--- src/hw/vec_defs.svh ---
`ifndef VEC_DEFS_SVH
`define VEC_DEFS_SVH

// vector geometry shared by every stage
`define VEC_LEN 16  // elements per bank
`define ADDR_W  4   // element address bits, log2 of VEC_LEN

// data widths
`define ELEM_W  10  // element width, low byte plus two high bits
`define RES_W   32  // unsigned result width

`endif

--- src/hw/vec_pkg.sv ---
`include "vec_defs.svh"

package vec_pkg;

    // opcodes as they sit in bits 2..0 of a command byte
    typedef enum logic [2:0] {
        op_write = 3'd0,  // load a bank
        op_read  = 3'd1,  // single element readback
        op_sum   = 3'd2,  // sum of a+b
        op_man   = 3'd3,  // manhattan distance
        op_dot   = 3'd4   // dot product
    } op_e;  // codes 5..7 are ignored by the decoder

    // decoder to engine
    typedef struct packed {
        op_e                op;        // operation to run
        logic               bank_sel;  // 0 bank a, 1 bank b
        logic [`ADDR_W-1:0] addr;      // element address, read only
    } cmd_t;

    // decoder to write_ctrl, one raw byte of a write
    typedef struct packed {
        logic [7:0] byte_data;  // low byte or high bits
        logic       bank_sel;   // target bank
    } wr_t;

    // shared write port of both banks
    typedef struct packed {
        logic [`ADDR_W-1:0] addr;  // element address
        logic [`ELEM_W-1:0] data;  // packed element
    } mem_wr_t;

    // engine to the outside
    typedef struct packed {
        op_e               op;     // opcode that produced the value
        logic [`RES_W-1:0] value;  // zero extended for read
    } result_t;

endpackage

--- src/hw/command_decoder.sv ---
`timescale 1ns/1ps
`include "vec_defs.svh"

module command_decoder (
    input  logic           clk,
    input  logic           rst_n,
    input  logic           rx_ready,       // one cycle per received byte
    input  logic [7:0]     rx_data,
    input  logic           write_done,     // from write_ctrl
    input  logic           op_done,        // from engine
    output logic           command_ready,  // pulse per accepted command
    output logic           wr_byte_valid,  // raw byte for write_ctrl
    output vec_pkg::wr_t   wr_byte,
    output logic           cmd_valid,      // pulse to engine
    output vec_pkg::cmd_t  cmd
);
    import vec_pkg::*;

    typedef enum logic [1:0] {
        s_idle,   // waiting for a command byte
        s_write,  // bytes go to write_ctrl
        s_raddr,  // next byte is a read address
        s_busy    // engine running, bytes dropped
    } state_e;

    state_e     state;
    logic [2:0] opcode;
    logic       op_ok;     // opcode 0..4
    logic       accept;    // a command byte may be taken this cycle
    logic       new_cmd;   // valid command byte accepted
    logic       raddr_hit; // address byte of a read
    logic       bank_q;    // bank select of the running command

    assign opcode    = rx_data[2:0];
    assign op_ok     = (opcode <= 3'd4);
    // the cycle that ends a write or an operation already behaves as idle
    assign accept    = (state == s_idle) || (state == s_write && write_done) ||
                       (state == s_busy && op_done);
    assign new_cmd   = rx_ready && accept && op_ok;
    assign raddr_hit = rx_ready && (state == s_raddr);

    // write bytes pass straight through so the element lands one cycle after its byte
    assign wr_byte_valid     = rx_ready && (state == s_write) && !write_done;
    assign wr_byte.byte_data = rx_data;
    assign wr_byte.bank_sel  = bank_q;

    always_ff @(posedge clk or negedge rst_n) begin
        if (!rst_n) begin
            state         <= s_idle;
            command_ready <= 1'b0;
            cmd_valid     <= 1'b0;
        end else begin
            command_ready <= new_cmd;
            cmd_valid     <= 1'b0;
            if (new_cmd) begin
                case (op_e'(opcode))
                    op_write: state <= s_write;
                    op_read:  state <= s_raddr;  // wait for the address byte
                    default: begin
                        state     <= s_busy;     // sum, man, dot start right away
                        cmd_valid <= 1'b1;
                    end
                endcase
            end else begin
                case (state)
                    s_write: if (write_done) state <= s_idle;
                    s_raddr: begin
                        if (raddr_hit) begin
                            state     <= s_busy;
                            cmd_valid <= 1'b1;
                        end
                    end
                    s_busy:  if (op_done) state <= s_idle;
                    default: state <= s_idle;
                endcase
            end
        end
    end

    // command payload, only meaningful with cmd_valid
    always_ff @(posedge clk) begin
        if (new_cmd) begin
            bank_q       <= rx_data[7];
            cmd.op       <= op_e'(opcode);
            cmd.bank_sel <= rx_data[7];
            cmd.addr     <= '0;  // sweeps start at element 0
        end else if (raddr_hit) begin
            cmd.op   <= op_read;
            cmd.addr <= rx_data[`ADDR_W-1:0];  // bank select kept from the command
        end
    end

endmodule

--- src/hw/write_ctrl.sv ---
`timescale 1ns/1ps
`include "vec_defs.svh"

module write_ctrl (
    input  logic              clk,
    input  logic              rst_n,
    input  logic              wr_byte_valid,  // byte forwarded by the decoder
    input  vec_pkg::wr_t      wr_byte,
    output logic              wr_a_en,        // write strobe, bank a
    output logic              wr_b_en,        // write strobe, bank b
    output vec_pkg::mem_wr_t  mem_wr,         // shared by both banks
    output logic              write_done      // after the last element
);
    import vec_pkg::*;

    localparam logic [`ADDR_W-1:0] last_addr = `ADDR_W'(`VEC_LEN - 1);

    logic               phase;     // 0 low byte expected, 1 high byte expected
    logic [7:0]         low_q;     // held low byte
    logic [`ADDR_W-1:0] wr_addr;   // element counter
    logic               low_hit;   // low byte this cycle
    logic               high_hit;  // high byte, element complete

    assign low_hit  = wr_byte_valid && !phase;
    assign high_hit = wr_byte_valid && phase;

    always_ff @(posedge clk or negedge rst_n) begin
        if (!rst_n) begin
            phase      <= 1'b0;
            wr_addr    <= '0;
            wr_a_en    <= 1'b0;
            wr_b_en    <= 1'b0;
            write_done <= 1'b0;
        end else begin
            wr_a_en    <= 1'b0;  // strobes last one cycle
            wr_b_en    <= 1'b0;
            write_done <= 1'b0;
            if (low_hit) begin
                phase <= 1'b1;
            end
            if (high_hit) begin
                phase   <= 1'b0;
                wr_a_en <= !wr_byte.bank_sel;
                wr_b_en <= wr_byte.bank_sel;
                if (wr_addr == last_addr) begin
                    wr_addr    <= '0;    // wrap for the next write command
                    write_done <= 1'b1;  // same cycle as the last element write
                end else begin
                    wr_addr <= wr_addr + 1'b1;
                end
            end
        end
    end

    // payload path
    always_ff @(posedge clk) begin
        if (low_hit) begin
            low_q <= wr_byte.byte_data;
        end
        if (high_hit) begin
            mem_wr.addr <= wr_addr;
            // only the two lsbs of the high byte are element bits
            mem_wr.data <= {wr_byte.byte_data[`ELEM_W-9:0], low_q};
        end
    end

endmodule

--- src/hw/vector_bank.sv ---
`timescale 1ns/1ps
`include "vec_defs.svh"

module vector_bank (
    input  logic               clk,
    input  logic               wr_en,    // write strobe of this bank
    input  vec_pkg::mem_wr_t   mem_wr,   // address and element
    input  logic [`ADDR_W-1:0] rd_addr,  // from the engine
    output logic [`ELEM_W-1:0] rd_data   // one cycle after rd_addr
);

    // block ram style array, contents undefined until written
    logic [`ELEM_W-1:0] mem [`VEC_LEN];

    // write port
    always_ff @(posedge clk) begin
        if (wr_en) begin
            mem[mem_wr.addr] <= mem_wr.data;
        end
    end

    // registered read port, old data on a same address collision
    always_ff @(posedge clk) begin
        rd_data <= mem[rd_addr];
    end

endmodule

--- src/hw/vector_engine.sv ---
`timescale 1ns/1ps
`include "vec_defs.svh"

module vector_engine (
    input  logic               clk,
    input  logic               rst_n,
    input  logic               cmd_valid,     // start pulse from the decoder
    input  vec_pkg::cmd_t      cmd,
    input  logic [`ELEM_W-1:0] rd_data_a,     // bank a, one cycle after rd_addr
    input  logic [`ELEM_W-1:0] rd_data_b,     // bank b
    output logic [`ADDR_W-1:0] rd_addr,       // shared by both banks
    output logic               op_done,       // back to the decoder
    output logic               result_valid,  // result pulse
    output vec_pkg::result_t   result
);
    import vec_pkg::*;

    localparam logic [`ADDR_W-1:0] last_addr = `ADDR_W'(`VEC_LEN - 1);

    logic               sweeping;    // addresses 1..last still to issue
    logic [`ADDR_W-1:0] sweep_addr;  // next sweep address
    logic               rd_vld;      // bank outputs hold a wanted element
    logic               rd_last;     // ... and it is the final one
    op_e                op_q;        // latched opcode
    logic               bank_q;      // latched bank, read only
    logic [`RES_W-1:0]  acc;         // running sum
    logic [`RES_W-1:0]  a_ext;
    logic [`RES_W-1:0]  b_ext;
    logic [`RES_W-1:0]  term;        // contribution of this element pair
    logic [`RES_W-1:0]  acc_next;

    // first address goes out in the command cycle, saves one cycle of latency
    assign rd_addr = cmd_valid ? ((cmd.op == op_read) ? cmd.addr : '0) : sweep_addr;

    assign a_ext = `RES_W'(rd_data_a);  // zero extend, all values unsigned
    assign b_ext = `RES_W'(rd_data_b);

    always_comb begin
        case (op_q)
            op_sum:  term = a_ext + b_ext;
            op_man:  term = (a_ext > b_ext) ? (a_ext - b_ext) : (b_ext - a_ext);
            op_dot:  term = a_ext * b_ext;  // 20 bit product at most
            default: term = bank_q ? b_ext : a_ext;  // read, acc starts at 0
        endcase
    end

    assign acc_next = acc + term;
    assign op_done  = result_valid;  // decoder frees up with the result

    always_ff @(posedge clk or negedge rst_n) begin
        if (!rst_n) begin
            sweeping     <= 1'b0;
            sweep_addr   <= '0;
            rd_vld       <= 1'b0;
            rd_last      <= 1'b0;
            op_q         <= op_sum;
            bank_q       <= 1'b0;
            acc          <= '0;
            result_valid <= 1'b0;
        end else begin
            rd_vld       <= 1'b0;
            rd_last      <= 1'b0;
            result_valid <= 1'b0;
            if (cmd_valid) begin
                op_q    <= cmd.op;
                bank_q  <= cmd.bank_sel;
                acc     <= '0;
                rd_vld  <= 1'b1;                 // address went out this cycle
                rd_last <= (cmd.op == op_read);  // a read is a single element
                if (cmd.op != op_read) begin
                    sweeping   <= 1'b1;
                    sweep_addr <= `ADDR_W'(1);
                end
            end else if (sweeping) begin
                rd_vld  <= 1'b1;
                rd_last <= (sweep_addr == last_addr);
                if (sweep_addr == last_addr) begin
                    sweeping <= 1'b0;
                end
                sweep_addr <= sweep_addr + 1'b1;
            end
            if (rd_vld) begin
                acc          <= acc_next;
                result_valid <= rd_last;  // final element accumulated
            end
        end
    end

    // result payload, held until the next operation ends
    always_ff @(posedge clk) begin
        if (rd_vld && rd_last) begin
            result.op    <= op_q;
            result.value <= acc_next;
        end
    end

endmodule

--- src/hw/vector_input_top.sv ---
`timescale 1ns/1ps
`include "vec_defs.svh"

module vector_input_top (
    input  logic              clk,
    input  logic              rst_n,
    input  logic              rx_ready,       // byte strobe from the receiver
    input  logic [7:0]        rx_data,
    output logic              command_ready,  // pulse per accepted command
    output logic              write_done,     // pulse after a bank load
    output logic              result_valid,   // pulse with each result
    output vec_pkg::result_t  result
);
    import vec_pkg::*;

    logic               wr_byte_valid;  // decoder to write_ctrl
    wr_t                wr_byte;
    logic               cmd_valid;      // decoder to engine
    cmd_t               cmd;
    logic               op_done;        // engine to decoder
    logic               wr_a_en;        // write_ctrl to banks
    logic               wr_b_en;
    mem_wr_t            mem_wr;
    logic [`ADDR_W-1:0] rd_addr;        // engine to banks
    logic [`ELEM_W-1:0] rd_data_a;
    logic [`ELEM_W-1:0] rd_data_b;

    command_decoder u_command_decoder (
        .clk           (clk),
        .rst_n         (rst_n),
        .rx_ready      (rx_ready),
        .rx_data       (rx_data),
        .write_done    (write_done),
        .op_done       (op_done),
        .command_ready (command_ready),
        .wr_byte_valid (wr_byte_valid),
        .wr_byte       (wr_byte),
        .cmd_valid     (cmd_valid),
        .cmd           (cmd)
    );

    write_ctrl u_write_ctrl (
        .clk           (clk),
        .rst_n         (rst_n),
        .wr_byte_valid (wr_byte_valid),
        .wr_byte       (wr_byte),
        .wr_a_en       (wr_a_en),
        .wr_b_en       (wr_b_en),
        .mem_wr        (mem_wr),
        .write_done    (write_done)  // also ends the write state in the decoder
    );

    vector_bank bank_a (.clk(clk), .wr_en(wr_a_en), .mem_wr(mem_wr), .rd_addr(rd_addr),
                        .rd_data(rd_data_a));

    vector_bank bank_b (.clk(clk), .wr_en(wr_b_en), .mem_wr(mem_wr), .rd_addr(rd_addr),
                        .rd_data(rd_data_b));

    vector_engine u_vector_engine (
        .clk          (clk),
        .rst_n        (rst_n),
        .cmd_valid    (cmd_valid),
        .cmd          (cmd),
        .rd_data_a    (rd_data_a),
        .rd_data_b    (rd_data_b),
        .rd_addr      (rd_addr),
        .op_done      (op_done),
        .result_valid (result_valid),
        .result       (result)
    );

endmodule

--- config.mk ---
export PLATFORM = sky130hd
export DESIGN_NAME = vector_input_top
export DESIGN_NICKNAME = d
export VERILOG_FILES = /design/src/hw/vec_pkg.sv /design/src/hw/command_decoder.sv /design/src/hw/write_ctrl.sv /design/src/hw/vector_bank.sv /design/src/hw/vector_engine.sv /design/src/hw/vector_input_top.sv
export VERILOG_INCLUDE_DIRS = /design/src /design/src/hw
export SDC_FILE = /design/constraint.sdc
export NUM_CORES = 1
export LEC_CHECK = 0
export BUFFER_PORTS_ARGS = -buffer_cell sky130_fd_sc_hd__buf_2
export CELL_PAD_IN_SITES_DETAIL_PLACEMENT = 0
export CELL_PAD_IN_SITES_GLOBAL_PLACEMENT = 1
export CORE_MARGIN = 2
export CORE_UTILIZATION = 56
export CTS_CLUSTER_SIZE = 25
export DETAILED_ROUTE_END_ITERATION = 10
export GPL_ROUTABILITY_DRIVEN = 0
export PLACE_DENSITY_LB_ADDON = 0.1
export SYNTH_ARGS = -nofsm -noshare
export SYNTH_HDL_FRONTEND = slang
export SYNTH_SLANG_ARGS = --single-unit
--- constraint.sdc ---
create_clock -name clk -period 17 [get_ports clk]
set_clock_uncertainty 0.15 [all_clocks]
set_input_delay 0.85 -clock clk [delete_from_list [all_inputs] [get_ports clk]]
set_output_delay 0.85 -clock clk [all_outputs]
set_load 0.02 [all_outputs]
==> run metrics <==
Layout Utilization 0.625; Overflow after GRT 0; clk_lat worst skew 590 ps; starting density of the core 0.571; share of cells above drive strength 1 0.0838; register bit total from synthesis 461; Slew HR 0.194; worst hold path type flop to flop; worst-path fanout max 13; Fmax achieved 121 MHz; via count 16100; Yosys warnings 0; Cell Area, Synth 24100 um2; Reg clk slew, reported paths 60 ps; Syn Nets 2258; CP Launch Type flop; Setup crit end kind flop; Fin. Hold Viols 0; WL per Instance 21.6 um; Final ANT Viol Nets 0; DRT iter0 DRCs 1282; io pins 49; Final min period 8250 ps; TritonCTS clock tree yes; port buffer count 48; # setup viols final 0; commonest non-fill, non-tap cells in the layout edfxtp_1, nand2_1, nor2_1, ha_1, a211oi_1; worst setup margin 8750 ps; die width 211 um; Critical Path RT 17310 ps; first-pass GRT wire length 89400 um; Core ar. 42100 um2; hold_buf cts 0; largest incremental delay on the critical path 660 ps; Synth top area share 0.475; Die Ht 211 um; area delta synth->final 9.51%; top cells by area, synth edfxtp_1, ha_1, dfrtp_1, fa_1, nand2_1; RSZ-0062 raised after global routing no; post-synth top area cell edfxtp_1; # rows 75; CP Buf/Inv Count 5; syn avg cell area 11.7 um2; initial antenna violation count 3; Post-synth EDFFs 381; Post-synth top flop edfxtp_1; via-per-instance ratio 6.09; max-cap viol count 0; CP Data Arrival Time 8560 ps; largest net degree at the start of global routing 161; Placed Area 24700 um2; Async SR Flop Fraction 0.121; postcts setup bufs 0; post-route cell area 26400 um2; worst setup path category flop to flop; root buffer cell clkbuf_16; routed wire length 57100 um; Post-DP HPWL 37800 um; n_diodes 0; gr usage total 0.262; Unique masters post-synth 92; post_cts resized 0; Synth Instances 2063; Num CTS Buffers 47; H-tree Lvls 2; pre-CTS setup slack 8760 ps; Least-Margin Pin Slew 1210 ps; most common cell after layout, fill and taps aside edfxtp_1; CTS max path bufs 3; TritonRoute pass-1 iters 6; DRC viols 0; sequential share of the synthesized area 0.554; max-slew violations 0; final net count 2268; number of fill cells in the layout 3312; clock tree sinks 461; setup tns final 0 ps; slowest CP cell dfxtp_1; Die ar. 44600 um2; r2r setup slk 8750 ps; status complete, no violations; Final period util 0.485; vias in the first global route 15900; Top Family by Delay on Critical Path adder cells
cell type report:
| class | count | area, um2 | area share |
|---|---|---|---|
| sequential | 461 | 13300 | 0.506 |
| inverter | 113 | 424 | 0.0161 |
| multi-input combinational | 1387 | 9930 | 0.377 |
| clock inverter | 16 | 141 | 0.00537 |
| tap | 539 | 674 | 0.0256 |
| timing repair buffer | 63 | 365 | 0.0139 |
| clock buffer | 72 | 1490 | 0.0565 |
registers in the layout (all words and copies together) (netlist names), 2 cells and up:
register / flops
u_vector_engine.op_q: 3
u_write_ctrl.wr_addr: 4
u_write_ctrl.mem_wr: 14
bank_a.rd_data: 10
u_vector_engine.result: 35
u_write_ctrl.low_q: 8
u_command_decoder.state: 2
u_command_decoder.cmd: 8
u_vector_engine.sweep_addr: 4
bank_b.mem: 160
bank_b.rd_data: 10
bank_a.mem: 160
u_vector_engine.acc: 32
per-layer routing:
metal  GRT usage  part of all wire
met5           0           0.00068
met4       0.115             0.040
met3      0.0418             0.055
met2       0.435              0.48
met1       0.344              0.42
worst paths after layout:
check	from	end	cells after the start
worst max-delay path	bank_b.rd_data[1]	u_vector_engine.acc[31]	28
worst min-delay path	u_write_ctrl.low_q[2]	u_write_ctrl.mem_wr[2]	0
worst max register to register	bank_b.rd_data[1]	u_vector_engine.acc[31]	28
worst min register to register	u_write_ctrl.low_q[2]	u_write_ctrl.mem_wr[2]	0
max in group asynchronous	rst_n	u_command_decoder.state[1]	2
min in group asynchronous	rst_n	u_vector_engine.acc[23]	2
synthesized netlist by cell type (all sizes together), types with 30 or more instances:
master	n
a211oi	110
a21o	30
a21oi	102
a311oi	43
a31oi	52
and2	93
clkbuf	78
dfrtp	55
edfxtp	381
fa	66
ha	118
inv	102
nand2	277
nor2	145
o21ai	57
xnor2	31
cells by family after synthesis:
group	count (synthesis)	synth area share
compound gates	506	0.149
xor+xnor	51	0.0186
fa+ha+maj	184	0.116
buf+inv	215	0.0353
flops	461	0.554
mux	14	0.00603
simple gates	632	0.121
stage by stage:
step	hold WS [ps]	instances
after detailed placement	255	2563
after floorplan	250	2063
after global routing	268	2651
after CTS	261	2651
after global placement	254	2563
final	267	2651
Power is not shown: default switching activity piles up to over one toggle a cycle in this logic, so the estimate is an artifact.
